### config.mk
export PLATFORM = sky130hd
export DESIGN_NAME = readReturn_flat
export DESIGN_NICKNAME = d
export VERILOG_FILES = /design/src/common/cachePkg.sv /design/src/common/arrayIf.sv /design/src/common/fillIf.sv /design/src/design/readReturn.sv /design/src/flat_wrapper.sv
export SDC_FILE = /design/constraint.sdc
export NUM_CORES = 1
export LEC_CHECK = 0
export BUFFER_PORTS_ARGS = -buffer_cell sky130_fd_sc_hd__buf_4
export CORE_MARGIN = 2
export CORE_UTILIZATION = 38
export CTS_CLUSTER_DIAMETER = 30
export DETAILED_ROUTE_END_ITERATION = 6
export PLACE_DENSITY_LB_ADDON = 0.1
export SYNTH_ARGS = -nofsm -noshare
export SYNTH_HDL_FRONTEND = slang
export SYNTH_SLANG_ARGS = --single-unit
### constraint.sdc
create_clock -name CLK -period 2.6 [get_ports CLK]
set_input_delay 0.52 -clock CLK [delete_from_list [all_inputs] [get_ports CLK]]
set_output_delay 0.52 -clock CLK [all_outputs]
set_load 0.02 [all_outputs]
### src/common/cachePkg.sv
`default_nettype none

package cachePkg;

	typedef logic [31:0] addrT;
	typedef logic [31:0] wordT;
	typedef logic [3:0]  byteEnT;
	typedef logic [3:0]  wayMaskT;
	typedef logic [5:0]  lruT;	// pairwise age bits between the four ways
	typedef logic [18:0] tagT;	// address 28:10 in the default geometry

	typedef enum logic [1:0] {cacheArea, noCacheArea, ioArea, otherArea} areaE;
	typedef enum logic [1:0] {opRead, opWrite, opLineFill} opKindE;

	typedef struct packed {
		logic [2:0] rsvdHi;
		logic       cpBit;	// purge, clears itself
		logic [2:0] rsvdLo;
		logic       ceBit;	// cache enable
	} ccrT;

	localparam addrT       ccrAddr      = 32'hFFFFFE92;
	localparam logic [7:0] ccrWriteMask = 8'h11;
	localparam logic [7:0] ccrReadMask  = 8'h01;

	// oldest way according to the age bits
	function automatic wayMaskT victimWay(input lruT lru);
		if (lru[5] && lru[4] && lru[3])
			return 4'b0001;
		else if (!lru[5] && lru[2] && lru[1])
			return 4'b0010;
		else if (!lru[4] && !lru[2] && lru[0])
			return 4'b0100;
		else if (!lru[3] && !lru[1] && !lru[0])
			return 4'b1000;
		return 4'b0001;	// inconsistent orderings fall back to way 0
	endfunction

	function automatic lruT lruTouch(input wayMaskT way, input lruT lru);
		lruT res;
		res = lru;
		if (way[3]) begin
			res[3] = 1'b1;
			res[1] = 1'b1;
			res[0] = 1'b1;
		end else if (way[2]) begin
			res[4] = 1'b1;
			res[2] = 1'b1;
			res[0] = 1'b0;
		end else if (way[1]) begin
			res[5] = 1'b1;
			res[2] = 1'b0;
			res[1] = 1'b0;
		end else begin
			res[5:3] = 3'b000;
		end
		return res;
	endfunction

endpackage

`default_nettype wire

### src/common/arrayIf.sv
`timescale 1ns/1ns
`default_nettype none

interface arrayIf import cachePkg::*; ();

	addrT    lookupAddr;
	addrT    wrAddr;
	wordT    wrData;
	byteEnT  wrBe;
	wayMaskT wrWay;
	logic    hitWrite;	// byte merge into the hitting way
	logic    fillWrite;	// full word from a burst beat
	logic    touch;
	logic    purgeAll;
	logic    hit;
	wayMaskT hitWay;
	wayMaskT victim;
	wordT    rdData;

	modport decode (
		output lookupAddr, wrAddr, wrData, wrBe, wrWay,
		output hitWrite, fillWrite, touch, purgeAll,
		input  hit, hitWay, victim
	);

	modport arrays (
		input  lookupAddr, wrAddr, wrData, wrBe, wrWay,
		input  hitWrite, fillWrite, touch, purgeAll,
		output hit, hitWay, victim, rdData
	);

	modport result (input rdData);

endinterface

`default_nettype wire

### src/common/fillIf.sv
`timescale 1ns/1ns
`default_nettype none

interface fillIf import cachePkg::*; ();

	logic    start;
	addrT    opAddr;
	wordT    opData;
	byteEnT  opBe;
	opKindE  kind;
	wayMaskT fillWay;	// victim latched at the miss
	logic    active;
	wordT    beatData;
	addrT    beatAddr;
	logic    beatValid;
	logic    done;

	modport decode (
		output start, opAddr, opData, opBe, kind, fillWay,
		input  active, beatData, beatAddr, beatValid, done
	);

	modport seq (
		input  start, opAddr, opData, opBe, kind,
		output active, beatData, beatAddr, beatValid, done
	);

	modport result (input start, kind, active, beatData, done);

endinterface

`default_nettype wire

### src/design/readReturn.sv
`timescale 1ns/1ns
`default_nettype none

module readReturn import cachePkg::*; (
	input  wire       CLK,
	input  wire       RST_N,
	input  wire addrT cbusAddr,
	input  wire       cbusReq,
	input  wire ccrT  ccr,
	arrayIf.result    arr,
	fillIf.result     fill,
	output wordT      cbusDataOut,
	output logic      cbusBusy
);

	wordT heldWord;
	logic returned;	// held word is valid for this cycle only
	logic readPend;
	logic readStart;

	assign readStart = fill.start && (fill.kind != opWrite);

	always_ff @(posedge CLK or negedge RST_N) begin
		if (!RST_N) begin
			returned <= 1'b0;
			readPend <= 1'b0;
		end else begin
			returned <= fill.done && readPend;
			if (readStart)
				readPend <= 1'b1;
			else if (fill.done)
				readPend <= 1'b0;
		end
	end

	always_ff @(posedge CLK) begin
		if (fill.done && readPend)
			heldWord <= fill.beatData;
	end

	assign cbusDataOut = (cbusAddr == ccrAddr) ? {4{ccr & ccrReadMask}} :
	                     returned              ? heldWord :
	                                             arr.rdData;

	// purge cycle also holds the CPU so no stale hit slips through
	assign cbusBusy = cbusReq && !returned && (fill.active || readStart || ccr.cpBit);

endmodule

`default_nettype wire

### src/flat_wrapper.sv
// flat-port wrapper written by rule: the top's interface ports become plain ports
module readReturn_flat import cachePkg::*;
  (CLK, RST_N, cbusAddr, cbusReq, ccr, cbusDataOut, cbusBusy, arr_rdData, fill_start, fill_kind, fill_active, fill_beatData, fill_done);
  arrayIf arr_i ();
  fillIf fill_i ();
  input  wire CLK;
  input  wire RST_N;
  input  wire addrT cbusAddr;
  input  wire cbusReq;
  input  wire ccrT ccr;
  output wordT cbusDataOut;
  output logic cbusBusy;
  input wire logic [$bits(arr_i.rdData)-1:0] arr_rdData;
  input wire logic [$bits(fill_i.start)-1:0] fill_start;
  input wire logic [$bits(fill_i.kind)-1:0] fill_kind;
  input wire logic [$bits(fill_i.active)-1:0] fill_active;
  input wire logic [$bits(fill_i.beatData)-1:0] fill_beatData;
  input wire logic [$bits(fill_i.done)-1:0] fill_done;
  assign arr_i.rdData = arr_rdData;
  assign fill_i.start = fill_start;
  assign fill_i.kind = fill_kind;
  assign fill_i.active = fill_active;
  assign fill_i.beatData = fill_beatData;
  assign fill_i.done = fill_done;
  readReturn u_core (.CLK(CLK), .RST_N(RST_N), .cbusAddr(cbusAddr), .cbusReq(cbusReq), .ccr(ccr), .arr(arr_i), .fill(fill_i), .cbusDataOut(cbusDataOut), .cbusBusy(cbusBusy));
endmodule
; Yosys cells after proc, flatten, opt, wreduce, memory -nomap -nowiden
; Cells that the tools add are included.
[word_totals]
regBits = 34
latchBits = 0
ram_bits = 0
romBits = 0
inputBits = 112
output_inout_bits = 33
elab_cells = 17
memories = 0
[classes]
add_sub_neg = 0
multipliers = 0
div = 0
n_lt_le_gt_ge = 0
n_eq_ne = 2
shift = 0
n_mux = 4
n_bitwise = 0
n_reduce_logical = 8
[op_table]
columns = operator, n
row1 = 32-bit 2-to-1 mux, 2
row2 = "32-bit == test, second input constant", 1
row3 = 1-bit logical AND, 4
row4 = 1-bit logical OR, 2
row5 = 1-bit 2-to-1 mux, 2
row6 = "2-bit by 1-bit inequality test with 1-bit output, second input constant", 1
row7 = 2-bit nonzero test, 1
row8 = 1-bit logical NOT, 1

; Logic depth before layout (Yosys ltp)
[depth]
word_depth = 5
depth_mapped = 6

; Worst setup path before layout
; Ideal clock, no wire load.
[synth_timing]
kind = input port to output port
start = input port cbusAddr[8]
end = output port cbusDataOut[0]
arrival_time_ps = 1910
required_ps = 2080
path_slack_ps = 170
cell_stages = 4
n_path_buf = 0
cell_sequence = nand4b_1 or4_4 nor4_4 mux2_2
[synth_via]
elab_chain_len = 2
[synth_rtl]
columns = element, line
row1 = from (decl), flat_wrapper.sv:8  ; input wire addrT cbusAddr;
row2 = 32-bit == test, readReturn.sv:41  ; assign cbusDataOut = (cbusAddr == ccrAddr) ? {4{ccr & ccrReadMask}} :
row3 = 32-bit 2-to-1 mux, readReturn.sv:41
row4 = to (decl), flat_wrapper.sv:11  ; output wordT cbusDataOut;
; Every way passes these cells.

; Worst setup path after layout
[layout_timing]
start = input port cbusAddr[6]
end = output port cbusDataOut[16]
; The elaborated chain is that of the path after synthesis.

==> impl_metrics.csv <==
group,metric,value,unit
routing,met1_length,1740,µm
die,initial_core_util,39.1,%
place,portBuffers,138,
yosys,syn-num-nets,236,
worst_setup_path,crit_path_max_fanout,6,
routing,drcViolationCount,0,
yosys,yosys_warnings,0,
layout,area_growth_syn_to_layout,72.9,%
global_routing,grt_max_degree,25,
worst_setup_path,endpoint_kind,"primary output",
worst_setup_path,required,2.08,ns
sta,setup_viol_count_final,0,
global_routing,grt_pass1_vias,1535,
clock_tree,cts_root_buf,"clkbuf_8",
global_routing,overflow,0,
yosys,synth_commonest_cells,"edfxtp_1, nor2_1, mux2i_1",
power,vdd_ir_drop_max,0.412,mV
power,intPower,0.00103,W
layout,fin_nets,380,
routing,highest_layer,"met4",
routing,vias,1510,
worst_setup_path,worst_ep_arrival_time,2.05,ns
clock_tree,cts_buffers,5,
yosys,mappedNetlistArea,1690,µm²
sta,slew_headroom,64.7,%
sta,fmax,389,MHz
yosys,synth_area_leaders,"edfxtp_1, mux2i_1, nor2_1",
routing,wl_met2,2450,µm
sta,maxSlewViolCount,0,
worst_setup_path,crit_type,"input pin to primary output",
worst_setup_path,critPathLaunch,"cbusAddr[6]",
layout,instances_no_fill,321,
place,placed_cell_area,2770,µm²
die,die_h,70.7,µm
clock_tree,cts_tree,"built",
yosys,ys_ff_latch,34,
place,place_ws,-0.148,ns
place,dp.cells,311,
layout,antenna_cells,0,
routing,wl_per_cell,14.5,µm
clock_tree,cts.clk_slew.worst_paths,0.07,ns
die,io_pins,145,
die,die_x,70.7,µm
die,dieArea,5000,µm²
die,row_count,24,
sta,rsz0062_at_grt,"yes",
power,p_switching,0.000352,W
layout,stdcell_area,2920,µm²
sta,worst_pin_slew,0.529,ns
worst_setup_path,reg2reg_depth,2,
yosys,synth_top_cell_area_share,56.8,%
yosys,async_flop_share,5.88,%
yosys,synth-seq-area-share,59.8,%
sta,period_share,99.0,%
sta,whs,0.406,ns
routing,ant_nets,0,
sta,hold_viol,0,
routing,wl_met3,401,µm
global_routing,grt_pass1_wl,7090,µm
power,swShare,25.4,%
routing,via_per_inst,4.70,
power,seqPwrFrac,47.1,%
yosys,ys_types,21,
routing,drt_iter0_markers,64,
place,place_hpwl,3560,µm
flow_run,cap_violations,0,
routing,firstDrtPassIters,4,
worst_setup_path,start_kind,"input pin",
worst_setup_path,cp-endpoint,"cbusDataOut[16]",
yosys,synth-edff-count,32,
worst_setup_path,r2r_slack,1.23,ns
yosys,synthFlopType,"edfxtp_1",
worst_setup_path,r2r_end,"u_core.heldWord[29]",
sta,fin_skew,0.00616,ns
sta,worst_slack,0.0271,ns
yosys,syn_inst,124,
layout,layout-drive-gt1-share,60.2,%
min_path,worstHoldPathType,"input pin to register",
yosys,synth.most_common_cell,"edfxtp_1",
power,p_per_area,474,nW/µm²
sta,fin_crit,2.57,ns
global_routing,grt_usage,18.4,%
place,gp_congestion,0.696,
clock_tree,clkLatencyLatePin,0.28,ns
power,p_leak,1.35,nW
clock_tree,cts.sinks,34,
routing,postRouteWirelength,4660,µm
yosys,yosys.area.top_type,"edfxtp_1",
clock_tree,htree_levels,2,
power,power_frac_comb,26.2,%
global_routing,antenna_found_initial,0,
clock_tree,cts.path.max_buffers,2,
run_status,status,"complete, no violations",
yosys,synth.avg_cell_area,13.6,µm²
worst_setup_path,r2r_start,"u_core.readPend",
power,pwr-share-clk,26.7,%
layout,fill_cells,353,
die,core_area,4320,µm²
kinds of logic (layout without fill, tap and decap cells):
logic type | Yosys count | in the layout | synth area share, %
buffers and inverters | 9 | 154 | 4.51
multiplexers | 36 | 36 | 21.9
flip-flops | 34 | 34 | 59.8
AO/OA/AOI/OAI | 3 | 3 | 0.887
AND/OR/NAND/NOR | 42 | 42 | 12.9
metal layers:
| metal | track usage, % | vias up |
|---|---|---|
| met4 | 6.50 | 0 |
| met2 | 30.8 | 68 |
| met3 | 6.70 | 5 |
| met5 | 0 | - |
| met1 | 21.8 | 692 |
| li1 | - | 745 |
cell type report:
class / instances / area (µm²) / area share [%]
Timing Repair Buffer: 144 / 1130 / 38.8
Sequential cell: 34 / 1010 / 34.6
Multi-Input combinational cell: 81 / 623 / 21.3
Clock buffer: 6 / 72.6 / 2.48
Tap cell: 52 / 65.1 / 2.23
Clock inverter: 2 / 10.0 / 0.342
Inverter: 2 / 7.51 / 0.257
state kept, by name, summed over array words and instances (netlist names):
signal / count
u_core.heldWord: 32
u_core.readPend: 1
u_core.returned: 1
power by group through the flow:
stage,registers [W],clock network (W),logic [W]
2_1_floorplan,0.000654,0,0.000153
3_3_place_gp,0.000663,0,0.000347
3_5_place_dp,0.000665,0,0.000353
4_1_cts,0.000653,0.000385,0.000365
5_1_grt,0.000657,0.000398,0.000389
6_report,0.000653,0.000370,0.000363
critical path: stages:
cell and delay (ns):
buf_6 0.09, nand4bb_1 0.17, or4_4 0.50, nor4_4 0.15, buf_6 0.17, mux2_4 0.31, buf_6 0.13
placed cells by master, fill, tap and decap left out, types with 2 or more instances in the layout:
cell type,synthesis,final
buf_4,0,132
buf_6,1,10
clkbuf_8,0,5
clkinv_2,0,2
edfxtp_1,32,32
inv_1,2,2
mux2_2,8,4
mux2_4,0,4
mux2i_1,28,28
nand4_1,4,4
nand4b_1,2,2
nor2_1,29,29
o21ai_0,2,2
or4_4,1,2
worst min path at each step:
stage | from | endpoint | depth (start not counted)
3_3_place_gp | RST_N | u_core.readPend | 1
4_1_cts | fill_beatData[6] | u_core.heldWord[6] | 1
3_5_place_dp | RST_N | u_core.readPend | 1
5_1_grt | fill_beatData[31] | u_core.heldWord[31] | 1
2_1_floorplan | RST_N | u_core.readPend | 0
6_report | fill_beatData[14] | u_core.heldWord[14] | 1
stage by stage:
step                      total power [W]  setup TNS, ns  utilization (%)
after floorplan                  0.000808              0                -
after global placement            0.00101          -3.91             64.0
after detailed placement          0.00102          -3.62             64.0
after CTS                         0.00140          -1.45             67.4
after global routing              0.00144        -0.0904             67.6
final                             0.00139              0             67.6
timing repair:
item | CTS | global route
cloned | 0 | 0
buffers inserted | 1 | 0
endpoints found under the hold margin | 2 | 0
hold buffers | 1 | 0
setup endpoints to repair | 32 | 32
resized for setup | 12 | 3
pin swaps | 3 | 3
Power figures use the tool's default switching activity.
