**src/common/cachePkg.sv**
```systemverilog
`default_nettype none

package cachePkg;

	typedef logic [31:0] addrT;
	typedef logic [31:0] wordT;
	typedef logic [3:0]  byteEnT;
	typedef logic [3:0]  wayMaskT;
	typedef logic [5:0]  lruT;	// pairwise age bits between the four ways
	typedef logic [18:0] tagT;	// address 28:10 in the default geometry

	typedef enum logic [1:0] {cacheArea, noCacheArea, ioArea, otherArea} areaE;
	typedef enum logic [1:0] {opRead, opWrite, opLineFill} opKindE;

	typedef struct packed {
		logic [2:0] rsvdHi;
		logic       cpBit;	// purge, clears itself
		logic [2:0] rsvdLo;
		logic       ceBit;	// cache enable
	} ccrT;

	localparam addrT       ccrAddr      = 32'hFFFFFE92;
	localparam logic [7:0] ccrWriteMask = 8'h11;
	localparam logic [7:0] ccrReadMask  = 8'h01;

	// oldest way according to the age bits
	function automatic wayMaskT victimWay(input lruT lru);
		if (lru[5] && lru[4] && lru[3])
			return 4'b0001;
		else if (!lru[5] && lru[2] && lru[1])
			return 4'b0010;
		else if (!lru[4] && !lru[2] && lru[0])
			return 4'b0100;
		else if (!lru[3] && !lru[1] && !lru[0])
			return 4'b1000;
		return 4'b0001;	// inconsistent orderings fall back to way 0
	endfunction

	function automatic lruT lruTouch(input wayMaskT way, input lruT lru);
		lruT res;
		res = lru;
		if (way[3]) begin
			res[3] = 1'b1;
			res[1] = 1'b1;
			res[0] = 1'b1;
		end else if (way[2]) begin
			res[4] = 1'b1;
			res[2] = 1'b1;
			res[0] = 1'b0;
		end else if (way[1]) begin
			res[5] = 1'b1;
			res[2] = 1'b0;
			res[1] = 1'b0;
		end else begin
			res[5:3] = 3'b000;
		end
		return res;
	endfunction

endpackage

`default_nettype wire

```
**src/common/fillIf.sv**
```systemverilog
`timescale 1ns/1ns
`default_nettype none

interface fillIf import cachePkg::*; ();

	logic    start;
	addrT    opAddr;
	wordT    opData;
	byteEnT  opBe;
	opKindE  kind;
	wayMaskT fillWay;	// victim latched at the miss
	logic    active;
	wordT    beatData;
	addrT    beatAddr;
	logic    beatValid;
	logic    done;

	modport decode (
		output start, opAddr, opData, opBe, kind, fillWay,
		input  active, beatData, beatAddr, beatValid, done
	);

	modport seq (
		input  start, opAddr, opData, opBe, kind,
		output active, beatData, beatAddr, beatValid, done
	);

	modport result (input start, kind, active, beatData, done);

endinterface

`default_nettype wire

```
**src/cache/extBusSequencer.sv**
```systemverilog
`timescale 1ns/1ns
`default_nettype none

module extBusSequencer import cachePkg::*; #(
	parameter int wordsPerLine = 4
) (
	input  wire       CLK,
	input  wire       RST_N,
	output addrT      ibusAddr,
	input  wire wordT ibusDataIn,
	output wordT      ibusDataOut,
	output byteEnT    ibusBe,
	output logic      ibusWe,
	output logic      ibusReq,
	output logic      ibusBurst,
	input  wire       ibusWait,
	fillIf.seq        fill
);

	localparam int offW = $clog2(wordsPerLine);

	typedef enum logic [1:0] {idle, single, burst} stateE;

	stateE           state;
	logic [offW-1:0] beatCnt;
	logic            beatOk;
	logic            lastBeat;
	logic            launch;

	assign launch   = (state == idle) && fill.start;
	assign beatOk   = ibusReq && !ibusWait;	// beat taken at this edge
	assign lastBeat = (state == single) || (beatCnt == offW'(wordsPerLine - 1));

	assign fill.active    = (state != idle);
	assign fill.beatValid = beatOk;
	assign fill.beatData  = ibusDataIn;
	assign fill.beatAddr  = ibusAddr;
	assign fill.done      = beatOk && lastBeat;

	always_ff @(posedge CLK or negedge RST_N) begin
		if (!RST_N) begin
			state     <= idle;
			ibusReq   <= 1'b0;
			ibusWe    <= 1'b0;
			ibusBurst <= 1'b0;
			beatCnt   <= '0;
		end else if (launch) begin
			ibusReq   <= 1'b1;
			ibusWe    <= (fill.kind == opWrite);
			ibusBurst <= (fill.kind == opLineFill);
			beatCnt   <= '0;
			if (fill.kind == opLineFill)
				state <= burst;
			else
				state <= single;
		end else if (beatOk) begin
			if (lastBeat) begin
				state     <= idle;
				ibusReq   <= 1'b0;
				ibusWe    <= 1'b0;
				ibusBurst <= 1'b0;
			end else begin
				beatCnt <= beatCnt + 1'b1;
			end
		end
	end

	always_ff @(posedge CLK) begin
		if (launch) begin
			ibusAddr    <= fill.opAddr;
			ibusDataOut <= fill.opData;
			ibusBe      <= fill.opBe;
			if (fill.kind == opLineFill) begin
				// start one word past the request so it arrives last
				ibusAddr[offW+1:2] <= fill.opAddr[offW+1:2] + 1'b1;
				ibusBe             <= '1;
			end
		end else if (state == burst && beatOk) begin
			ibusAddr[offW+1:2] <= ibusAddr[offW+1:2] + 1'b1;	// wraps inside the line
		end
	end

endmodule

`default_nettype wire

```
**src/flat_wrapper.sv**
```systemverilog
// flat-port wrapper written by rule: the top's interface ports become plain ports
module extBusSequencer_flat import cachePkg::*;
#(
	parameter int wordsPerLine = 4
)
  (CLK, RST_N, ibusAddr, ibusDataIn, ibusDataOut, ibusBe, ibusWe, ibusReq, ibusBurst, ibusWait, fill_start, fill_opAddr, fill_opData, fill_opBe, fill_kind, fill_active, fill_beatData, fill_beatAddr, fill_beatValid, fill_done);
  fillIf fill_i ();
  input  wire CLK;
  input  wire RST_N;
  output addrT ibusAddr;
  input  wire wordT ibusDataIn;
  output wordT ibusDataOut;
  output byteEnT ibusBe;
  output logic ibusWe;
  output logic ibusReq;
  output logic ibusBurst;
  input  wire ibusWait;
  input wire logic [$bits(fill_i.start)-1:0] fill_start;
  input wire logic [$bits(fill_i.opAddr)-1:0] fill_opAddr;
  input wire logic [$bits(fill_i.opData)-1:0] fill_opData;
  input wire logic [$bits(fill_i.opBe)-1:0] fill_opBe;
  input wire logic [$bits(fill_i.kind)-1:0] fill_kind;
  output wire logic [$bits(fill_i.active)-1:0] fill_active;
  output wire logic [$bits(fill_i.beatData)-1:0] fill_beatData;
  output wire logic [$bits(fill_i.beatAddr)-1:0] fill_beatAddr;
  output wire logic [$bits(fill_i.beatValid)-1:0] fill_beatValid;
  output wire logic [$bits(fill_i.done)-1:0] fill_done;
  assign fill_i.start = fill_start;
  assign fill_i.opAddr = fill_opAddr;
  assign fill_i.opData = fill_opData;
  assign fill_i.opBe = fill_opBe;
  assign fill_i.kind = fill_kind;
  assign fill_active = fill_i.active;
  assign fill_beatData = fill_i.beatData;
  assign fill_beatAddr = fill_i.beatAddr;
  assign fill_beatValid = fill_i.beatValid;
  assign fill_done = fill_i.done;
  extBusSequencer #(.wordsPerLine(wordsPerLine)) u_core (.CLK(CLK), .RST_N(RST_N), .ibusAddr(ibusAddr), .ibusDataIn(ibusDataIn), .ibusDataOut(ibusDataOut), .ibusBe(ibusBe), .ibusWe(ibusWe), .ibusReq(ibusReq), .ibusBurst(ibusBurst), .ibusWait(ibusWait), .fill(fill_i));
endmodule
```
**config.mk**
```make
export PLATFORM = sky130hd
export DESIGN_NAME = extBusSequencer_flat
export DESIGN_NICKNAME = d
export VERILOG_FILES = /design/src/common/cachePkg.sv /design/src/common/fillIf.sv /design/src/cache/extBusSequencer.sv /design/src/flat_wrapper.sv
export SDC_FILE = /design/constraint.sdc
export NUM_CORES = 1
export LEC_CHECK = 0
export BUFFER_PORTS_ARGS = -buffer_cell sky130_fd_sc_hd__buf_2
export CORE_AREA = 2 2 95 97
export DETAILED_ROUTE_END_ITERATION = 10
export DIE_AREA = 0 0 97 99
export PLACE_DENSITY_LB_ADDON = 0.1
export SLEW_MARGIN = 0
export SYNTH_ARGS = -nofsm -noshare
export SYNTH_HDL_FRONTEND = slang
export SYNTH_SLANG_ARGS = --single-unit
```
**constraint.sdc**
```tcl
create_clock -name CLK -period 1.9 [get_ports CLK]
set_input_delay 0.095 -clock CLK [delete_from_list [all_inputs] [get_ports CLK]]
set_output_delay 0.095 -clock CLK [all_outputs]
set_load 0.1 [all_outputs]
```
# After elaboration in Yosys (flattened, before gate mapping)
# Index checks and enable logic that the tools add are counted.
dict set report word_totals {
  register_bits 75
  output_inout_bits 138
  elab_cells 46
}
dict set report op_classes {
  addsub 3
  n_eq_ne 6
  muxes 15
  n_reduce_logical 13
}
# operator n
set ops {}
lappend ops {{2-to-1 mux 2 bit} 10}
lappend ops {{nonzero test 2 bit} 4}
lappend ops {{adder 2 x 1 -> 2 bit (second input constant)} 3}
lappend ops {{== test 2 bit (second input constant)} 3}
lappend ops {{2-to-1 mux 1 bit} 5}
lappend ops {{== test 2 x 1 -> 1 bit (second input constant)} 2}
lappend ops {{logical AND 1 bit} 4}
lappend ops {{AND reduction 2 bit} 2}
lappend ops {{zero test 2 bit} 1}
lappend ops {{inequality test 2 bit (second input constant)} 1}
lappend ops {{zero test 1 bit} 1}
lappend ops {{logical OR 1 bit} 1}

# Longest topological paths before layout
# Gate-level depths: netlist (run 1).
dict set report logic_depth {
  ltp_word 5
  depth_mapped 4
  ltp_nobuf 4
}

# Worst setup path after synthesis (run 1)
# Ideal clock, no wire load.
dict set report synth_timing {
  path_type {flip-flop to output port}
  from {register u_core.ibusReq}
  to {output port fill_done}
  t_arrival_ns 2.747
  t_required_ns 1.805
  slack_ns -0.942
  stages_incl_launch_ff 5
  n_path_buf 0
  path_cell_list {dfrtp_1 nand2b_1 inv_1 o21ai_1 inv_1}
}
dict set report synth_between {
  elab_chain_cells 2
}
# element line
set synth_rtl {}
lappend synth_rtl {{start, declared} extBusSequencer.sv:14} ;# output logic ibusReq,
lappend synth_rtl {{start signal, assigned} extBusSequencer.sv:43} ;# ibusReq <= 1'b0;
lappend synth_rtl {{start signal, assigned} extBusSequencer.sv:48} ;# ibusReq <= 1'b1;
lappend synth_rtl {{start signal, assigned} extBusSequencer.sv:59} ;# ibusReq <= 1'b0;
lappend synth_rtl {{logical AND 1 bit} extBusSequencer.sv:31} ;# assign beatOk = ibusReq && !ibusWait;
lappend synth_rtl {{named net fill_beatValid} flat_wrapper.sv:26} ;# output wire logic [$bits(fill_i.beatValid)-1:0] fill_beatValid;
lappend synth_rtl {{logical AND 1 bit} extBusSequencer.sv:38} ;# assign fill.done = beatOk && lastBeat;
lappend synth_rtl {{end, declared} flat_wrapper.sv:27} ;# output wire logic [$bits(fill_i.done)-1:0] fill_done;
# The timed path passes the listed nets, and every way through them passes these cells.

# Worst setup path after layout (run 1)
dict set report layout_timing {
  from {register u_core.beatCnt[0]}
  to {output port fill_done}
}
dict set report layout_between {
  elab_chain_cells 3
}
# element line
set layout_rtl {}
lappend layout_rtl {{start, declared} extBusSequencer.sv:25} ;# logic [offW-1:0] beatCnt;
lappend layout_rtl {{start signal, assigned} extBusSequencer.sv:63} ;# beatCnt <= beatCnt + 1'b1;
lappend layout_rtl {{== test 2 bit} extBusSequencer.sv:32} ;# assign lastBeat = (state == single) || (beatCnt == offW'(wordsPerLine - 1));
lappend layout_rtl {{logical OR 1 bit} extBusSequencer.sv:32}
lappend layout_rtl {{logical AND 1 bit} extBusSequencer.sv:38}
# Every way passes these cells.

==> metrics.txt, run 1 <==
# TYPE chip_impl_metric gauge
chip_impl_metric{name="grt_util_all_layers",unit=""} 0.152
chip_impl_metric{name="die_width",unit="µm"} 97
chip_impl_metric{name="wl_per_cell",unit="µm"} 15.2
chip_impl_info{name="synth_top_cells_by_area",value="edfxtp_1, buf_4, dfrtp_1"} 1
chip_impl_metric{name="slew_headroom",unit=""} 0.663
chip_impl_metric{name="drive_gt1_frac",unit=""} 0.555
chip_impl_info{name="synthTopCellsByCount",value="edfxtp_1, buf_4, nand2b_1"} 1
chip_impl_metric{name="worst_setup_hold_path_clk_slew",unit="ns"} 0.07
chip_impl_metric{name="gp_routability_congestion",unit=""} 0.696
chip_impl_info{name="status",value="complete, no violations"} 1
chip_impl_info{name="timing.critical_path.slowest_stage_cell",value="dfrtp_1"} 1
chip_impl_info{name="worstHoldStart",value="fill_opBe[1]"} 1
chip_impl_metric{name="timing.reg2reg.worst_path_depth",unit=""} 3
chip_impl_metric{name="dr_drc_count",unit=""} 0
chip_impl_metric{name="fp-row-count",unit=""} 34
chip_impl_metric{name="first_global_vias",unit=""} 2144
chip_impl_info{name="grt_setup_unrepaired",value="no"} 1
chip_impl_metric{name="num-nets-final",unit=""} 475
chip_impl_metric{name="max-clock-path-buffers",unit=""} 2
chip_impl_metric{name="start_util",unit=""} 0.342
chip_impl_metric{name="maxSlewViolCount",unit=""} 0
chip_impl_metric{name="io_buffer_count",unit=""} 179
chip_impl_metric{name="placeableCoreArea",unit="µm²"} 8550
chip_impl_info{name="worstPathCellList",value="ha_1, o21ai_4, clkinvlp_4, clkbuf_4"} 1
chip_impl_info{name="worst_r2r_endpoint",value="u_core.fill.beatAddr[30]"} 1
chip_impl_metric{name="area_delta_synth_final",unit="%"} 51.4
chip_impl_metric{name="drt_wirelength",unit="mm"} 7.31
chip_impl_metric{name="slowest_delay",unit="ns"} 0.40
chip_impl_metric{name="timing.clock.skew",unit="ns"} 0.00771
chip_impl_metric{name="detailedRoute.firstIterationViolations",unit=""} 31
chip_impl_metric{name="postSynthNetCount",unit=""} 281
chip_impl_metric{name="synth-edff-count",unit=""} 68
chip_impl_metric{name="worstSkewPairLatency",unit="ns"} 0.34
chip_impl_metric{name="whs_path_depth",unit=""} 2
chip_impl_metric{name="critical_path_required_time",unit="ns"} 1.80
chip_impl_metric{name="worstPathArrival",unit="ns"} 1.66
chip_impl_metric{name="finalHoldViolations",unit=""} 0
chip_impl_info{name="crit_type",value="reg2out"} 1
chip_impl_metric{name="hold_slack",unit="ns"} 0.0196
chip_impl_info{name="synthFlopType",value="edfxtp_1"} 1
chip_impl_metric{name="insertedDiodeCount",unit=""} 0
chip_impl_info{name="crit_path_end_kind",value="output pin"} 1
chip_impl_metric{name="setup_ws",unit="ns"} 0.143
chip_impl_metric{name="fp.dieArea",unit="µm²"} 9600
chip_impl_metric{name="post-dp-hpwl",unit="mm"} 5.20
chip_impl_metric{name="final_instance_area",unit="µm²"} 4430
chip_impl_metric{name="setup_viol",unit=""} 0
chip_impl_info{name="cts_root_buffer",value="clkbuf_8"} 1
chip_impl_metric{name="synth.avg_cell_area",unit="µm²"} 16.8
chip_impl_metric{name="worstMarginPinSlew",unit="ns"} 0.509
chip_impl_metric{name="cap_viol_max_count",unit=""} 0
chip_impl_metric{name="drt_pass1_iterations",unit=""} 4
chip_impl_metric{name="antenna_violations_before_repair",unit=""} 0
chip_impl_info{name="min_to",value="u_core.ibusBe[1]"} 1
chip_impl_metric{name="seq_cells_post_synth",unit=""} 74
chip_impl_metric{name="grt_start_max_net_pins",unit=""} 24
chip_impl_metric{name="worst-path-buf-inv",unit=""} 2
chip_impl_metric{name="total_leakage_power",unit="nW"} 1.91
chip_impl_metric{name="synth.lib_cells_used.distinct",unit=""} 26
chip_impl_metric{name="num_io_pins",unit=""} 244
chip_impl_info{name="crit-reg2reg-launch",value="u_core.state[1]"} 1
chip_impl_metric{name="dpl-instance-area",unit="µm²"} 3560
chip_impl_metric{name="routed_via_density",unit=""} 4.15
chip_impl_metric{name="setup_slack_of_the_worst_register_to_register_path",unit="ns"} 0.28
chip_impl_metric{name="drtAntennaViolNets",unit=""} 0
chip_impl_metric{name="synth_sequential_area_ratio",unit=""} 0.750
chip_impl_metric{name="synth_top_cell_area_share",unit=""} 0.698
chip_impl_metric{name="dpl_worst_slack",unit="ns"} 0.281
chip_impl_metric{name="die_height",unit="µm"} 99
chip_impl_metric{name="post-cts-setup-buffers",unit=""} 0
chip_impl_metric{name="via_count",unit=""} 1994
chip_impl_metric{name="grt_pass1_wl",unit="mm"} 11.0
chip_impl_metric{name="finalWorstPathRequiredPeriod",unit="ns"} 1.76
chip_impl_metric{name="timing.final.crit_share",unit=""} 0.925
chip_impl_metric{name="cts_inserted_buffers",unit=""} 9
chip_impl_info{name="worst_path_dominant_cell_family",value="flip-flops"} 1
chip_impl_info{name="synth.most_common_cell",value="edfxtp_1"} 1
chip_impl_info{name="critical_path.startpoint_type",value="flop"} 1
chip_impl_metric{name="async_flop_share",unit=""} 0.0811
chip_impl_metric{name="h-tree-depth",unit=""} 3
chip_impl_info{name="synth_top_cell_by_area",value="edfxtp_1"} 1
chip_impl_metric{name="path_max_fanout",unit=""} 5
chip_impl_metric{name="synth_area",unit="µm²"} 2920
chip_impl_metric{name="power_per_cell_area",unit="nW/µm²"} 1780
chip_impl_metric{name="congestion_overflow_gr",unit=""} 0
chip_impl_metric{name="numClockSinks",unit=""} 74
chip_impl_metric{name="fillers",unit=""} 760
chip_impl_metric{name="totalPowerFinal",unit="W"} 0.00788
chip_impl_info{name="timing.hold.worst.class",value="in2reg"} 1
chip_impl_metric{name="synthesis.instances",unit=""} 174
chip_impl_metric{name="setup-tns-final",unit="ns"} 0
chip_impl_metric{name="maxClockFrequency",unit="GHz"} 0.569
chip_impl_metric{name="ys.warnings.count",unit=""} 0
chip_impl_info{name="clock_tree_from_tritoncts",value="yes"} 1
chip_impl_metric{name="vdd.ir_drop.worst",unit="µV"} 991
-- routing by layer --
layer	wire length, µm	vias up	track usage
met3	685	39	0.0461
met5	0	-	0
met4	446	0	0.118
met2	3700	131	0.264
met1	2480	888	0.152
li1	-	936	-
-- per-stage QoR --
step,util,std cells
floorplan,-,174
global placement,0.416,400
detailed placement,0.416,400
CTS,0.517,481
global route,0.518,481
finish,0.518,481
-- cell usage in the layout (no fill, tap or decap) --
cell,Yosys,routed
clkinvlp_4,0,4
clkbuf_4,0,1
mux2i_1,2,2
o21ai_4,0,1
inv_8,0,1
or3b_1,1,1
buf_2,0,178
o31ai_1,1,1
dfrtp_2,0,1
inv_6,0,1
a21o_1,1,1
clkinv_2,0,1
or2_2,1,1
buf_4,64,2
nand2b_1,7,6
nor2b_1,1,1
o2bb2ai_1,1,1
dfrtp_4,0,1
bufinv_16,0,2
buf_12,0,2
nor3b_2,1,1
nand3b_1,1,1
nand2b_4,0,1
a22o_1,1,1
a31o_1,1,1
ha_1,1,1
dfrtp_1,6,4
dlygate4sd3_1,0,65
edfxtp_1,68,68
nand2_1,3,3
a21oi_1,1,1
clkinv_1,0,1
or4_1,1,1
nor3_1,1,1
o21ai_0,2,2
xor2_1,3,3
clkbuf_8,0,9
-- area by class of cell --
type	instances	area [µm²]	share of cell area
Clock buffer	9	124	0.0280
Clock inverter	7	92.6	0.0209
Inverter	3	26.3	0.00594
Multi-Input combinational cell	32	248	0.0560
Timing Repair Buffer	248	1600	0.362
Tap cell	108	135	0.0305
Sequential cell	74	2200	0.496
-- sequential cells by signal, summed over array words and instances (netlist names) --
signal                cells
u_core.ibusReq            1
u_core.beatCnt            2
u_core.fill.beatAddr     32
u_core.ibusWe             1
u_core.ibusBe             4
u_core.ibusDataOut       32
u_core.state              2
-- timing repair --
action	4_1_cts	5_1_grt
endpoints found under the setup margin	0	1
hold endpoints to repair	70	0
resized for setup	0	1
hold buffers	65	0
-- power breakdown --
part,total (W),internal [W],switching [W]
sequential,0.00237,0.00222,0.000151
clock,0.00131,0.000737,0.000576
combinational,0.00420,0.000612,0.00359
total,0.00788,0.00356,0.00432
-- how the worst max path moves through the flow --
stage / start / to / cells after the start
global route: u_core.beatCnt[0] / fill_done / 4
detailed placement: u_core.state[1] / u_core.fill.beatAddr[30] / 3
floorplan: u_core.ibusReq / fill_done / 4
CTS: u_core.state[1] / fill_done / 4
finish: u_core.beatCnt[0] / fill_done / 4
global placement: u_core.state[1] / u_core.ibusDataOut[4] / 3
-- cells by family after synthesis --
family,synth area share
AO/OA/AOI/OAI,0.0210
flip-flops,0.750
XOR/XNOR,0.00899
multiplexers,0.00685
AND/OR/NAND/NOR,0.0372
buffers and inverters,0.172
adder cells (fa/ha/maj),0.00428
Power figures use the tool's default switching activity.
==> inputs of run 2 (changes only) <==
--- a/config.mk
+++ b/config.mk
@@ -5,10 +5,10 @@
 export SDC_FILE = /design/constraint.sdc
 export NUM_CORES = 1
 export LEC_CHECK = 0
-export BUFFER_PORTS_ARGS = -buffer_cell sky130_fd_sc_hd__buf_2
 export CORE_AREA = 2 2 95 97
 export DETAILED_ROUTE_END_ITERATION = 10
 export DIE_AREA = 0 0 97 99
+export DONT_BUFFER_PORTS = 1
 export PLACE_DENSITY_LB_ADDON = 0.1
 export SLEW_MARGIN = 0
 export SYNTH_ARGS = -nofsm -noshare
==> constraint.sdc (replaced) <==
create_clock -name CLK -period 1.9 [get_ports CLK]
set_input_delay 0 -clock CLK [delete_from_list [all_inputs] [get_ports CLK]]
set_output_delay 0 -clock CLK [all_outputs]
set_load 0.1 [all_outputs]
==> run 2 against run 1 <==
  * Sequential share of layout area fell by 5.8 points
  * Clock power grew 7%
  * Core utilization up 6.9 points
  * Clock skew increased by 0.0030 ns
  * Hold slack worse by 0.020 ns
  * Largest cell class unchanged
  * Largest power group unchanged
==> metrics.txt, run 2 (synthesis gave the netlist of run 1 again) <==
# TYPE chip_impl_metric gauge
chip_impl_info{name="status",value="complete, no violations"} 1
chip_impl_metric{name="fillers",unit=""} 639
chip_impl_metric{name="worstSkewPairLatency",unit="ns"} 0.33
chip_impl_metric{name="finalHoldViolations",unit=""} 0
chip_impl_info{name="worstPathCellList",value="buf_4, nor2b_1, o21ai_4, clkinvlp_4, buf_12"} 1
chip_impl_metric{name="numPlacedInstances",unit=""} 323
chip_impl_metric{name="slew_headroom",unit=""} 0.655
chip_impl_metric{name="vdd.ir_drop.worst",unit="µV"} 1300
chip_impl_metric{name="switching_share",unit=""} 0.507
chip_impl_metric{name="insertedDiodeCount",unit=""} 0
chip_impl_info{name="clock_tree_from_tritoncts",value="yes"} 1
chip_impl_metric{name="critical_path_required_time",unit="ns"} 1.90
chip_impl_info{name="grt_setup_unrepaired",value="no"} 1
chip_impl_metric{name="max-clock-path-buffers",unit=""} 2
chip_impl_metric{name="slowest_delay",unit="ns"} 0.40
chip_impl_metric{name="finalNonFillerCells",unit=""} 411
chip_impl_metric{name="totalPowerFinal",unit="W"} 0.00870
chip_impl_metric{name="placeableCoreArea",unit="µm²"} 8550
chip_impl_metric{name="cap_viol_max_count",unit=""} 0
chip_impl_info{name="critical_path.startpoint_type",value="flop"} 1
chip_impl_metric{name="worst_setup_hold_path_clk_slew",unit="ns"} 0.08
chip_impl_metric{name="via_count",unit=""} 1821
chip_impl_metric{name="die_height",unit="µm"} 99
chip_impl_info{name="timing.hold.worst.class",value="in2out"} 1
chip_impl_metric{name="cts_inserted_buffers",unit=""} 9
chip_impl_metric{name="drive_gt1_frac",unit=""} 0.426
chip_impl_metric{name="h-tree-depth",unit=""} 3
chip_impl_metric{name="hold_slack",unit="ns"} 0.0000705
chip_impl_metric{name="switching_power",unit="W"} 0.00441
chip_impl_info{name="most-common-layout-cells",value="dlygate4sd3_1, buf_4, edfxtp_1, buf_16, clkbuf_8"} 1
chip_impl_metric{name="start_util",unit=""} 0.342
chip_impl_metric{name="drtAntennaViolNets",unit=""} 0
chip_impl_metric{name="dpl-instance-area",unit="µm²"} 4060
chip_impl_metric{name="maxClockFrequency",unit="GHz"} 0.570
chip_impl_metric{name="io_buffer_count",unit=""} 0
chip_impl_metric{name="gp_routability_congestion",unit=""} 0.823
chip_impl_metric{name="timing.final.crit_share",unit=""} 0.923
chip_impl_metric{name="power.share.sequential",unit=""} 0.275
chip_impl_metric{name="fp.dieArea",unit="µm²"} 9600
chip_impl_metric{name="timing.clock.skew",unit="ns"} 0.0107
chip_impl_metric{name="total_leakage_power",unit="nW"} 1.99
chip_impl_metric{name="antenna_violations_before_repair",unit=""} 0
chip_impl_metric{name="worstMarginPinSlew",unit="ns"} 0.518
chip_impl_metric{name="number_of_buffers_added_to_fix_hold_violations_after_cts",unit=""} 73
chip_impl_metric{name="power_per_cell_area",unit="nW/µm²"} 1730
chip_impl_metric{name="worstPathArrival",unit="ns"} 1.75
chip_impl_metric{name="first_global_vias",unit=""} 2031
chip_impl_metric{name="die_width",unit="µm"} 97
chip_impl_metric{name="wl_per_cell",unit="µm"} 18.8
chip_impl_metric{name="drt_pass1_iterations",unit=""} 4
chip_impl_metric{name="clock_power_share",unit=""} 0.161
chip_impl_metric{name="grt_util_all_layers",unit=""} 0.163
chip_impl_metric{name="detailedRoute.firstIterationViolations",unit=""} 40
chip_impl_metric{name="maxSlewViolCount",unit=""} 0
chip_impl_info{name="timing.critical_path.slowest_stage_cell",value="dfrtp_2"} 1
chip_impl_metric{name="grt_start_max_net_pins",unit=""} 71
chip_impl_metric{name="fp-row-count",unit=""} 34
chip_impl_metric{name="num-nets-final",unit=""} 406
chip_impl_metric{name="finalWorstPathRequiredPeriod",unit="ns"} 1.75
chip_impl_metric{name="post-cts-setup-buffers",unit=""} 0
chip_impl_metric{name="ctsResizeCount",unit=""} 0
chip_impl_metric{name="post-dp-hpwl",unit="mm"} 5.74
chip_impl_metric{name="power.internal",unit="W"} 0.00429
chip_impl_metric{name="area_delta_synth_final",unit="%"} 71.5
chip_impl_info{name="crit_type",value="reg2out"} 1
chip_impl_metric{name="congestion_overflow_gr",unit=""} 0
chip_impl_metric{name="comb_power_share",unit=""} 0.565
chip_impl_metric{name="num_io_pins",unit=""} 244
chip_impl_metric{name="final_instance_area",unit="µm²"} 5020
chip_impl_metric{name="grt_pass1_wl",unit="mm"} 11.9
chip_impl_metric{name="routed_via_density",unit=""} 4.43
chip_impl_metric{name="numClockSinks",unit=""} 74
chip_impl_metric{name="path_max_fanout",unit=""} 5
chip_impl_metric{name="drt_wirelength",unit="mm"} 7.71
chip_impl_metric{name="worst-path-buf-inv",unit=""} 3
chip_impl_info{name="cts_root_buffer",value="clkbuf_8"} 1
chip_impl_metric{name="setup_viol",unit=""} 0
chip_impl_info{name="crit_path_end_kind",value="output pin"} 1
chip_impl_info{name="worst_path_dominant_cell_family",value="buffers and inverters"} 1
chip_impl_metric{name="dr_drc_count",unit=""} 0
-- run 2: cell types whose count changed in the layout (fill, tap and decap cells not counted) --
cell	before	now
buf_12	2	1
buf_16	0	32
buf_2	178	0
buf_4	2	73
bufinv_16	2	3
clkbuf_4	1	0
clkinvlp_4	4	3
dlygate4sd3_1	65	73
inv_6	1	0
-- run 2: power groups by stage --
| stage | Combinational [W] | Sequential [W] | Clock [W] |
|---|---|---|---|
| finish | 0.00491 | 0.00239 | 0.00140 |
| detailed placement | 0.00481 | 0.00243 | 0 |
| global placement | 0.00477 | 0.00241 | 0 |
| CTS | 0.00494 | 0.00239 | 0.00145 |
| floorplan | 0.00194 | 0.00441 | 0 |
| global route | 0.00504 | 0.00243 | 0.00149 |
-- run 2: final timing paths --
check	from	end	slack, ns	depth (start not counted)
max	u_core.state[1]	fill_done	0.15	5
min	ibusDataIn[2]	fill_beatData[2]	0.00007	0
max reg2reg	u_core.state[0]	u_core.ibusDataOut[2]	0.18	2
min reg2reg	u_core.beatCnt[1]	u_core.beatCnt[1]	0.55	2
max in group asynchronous	RST_N	u_core.ibusReq	1.14	2
min in group asynchronous	RST_N	u_core.state[0]	0.51	2
-- run 2: layer usage --
metal  vias up  wire length [µm]  GRT usage
met1       849              2520      0.157
met3        41               789     0.0674
li1        799                 -          -
met4         0               470      0.126
met2       132              3930      0.277
met5         -                 0          0
-- run 2: layout make-up --
cell class	instances	area [µm²]	share of cell area
clock buffers	9	124	0.0247
clock inverters	6	106	0.0212
inverters	3	26.3	0.00524
multi-input cells	32	248	0.0494
flip-flops and latches	74	2200	0.438
well taps	108	135	0.0269
repair buffers	179	2180	0.435
-- run 2: through the flow --
stage / worst slack [ns] / setup TNS (ns) / utilization
floorplan: -0.00126 / -0.00126 / -
global placement: 0.248 / 0 / 0.474
detailed placement: 0.193 / 0 / 0.474
CTS: 0.115 / 0 / 0.587
global route: 0.0473 / 0 / 0.587
finish: 0.146 / 0 / 0.587
-- run 2: worst reg2reg max path, cell delays in order, from the launching register on --
cell     delay (ns)
dfrtp_1        0.41
or3b_1         0.49
inv_8          0.35
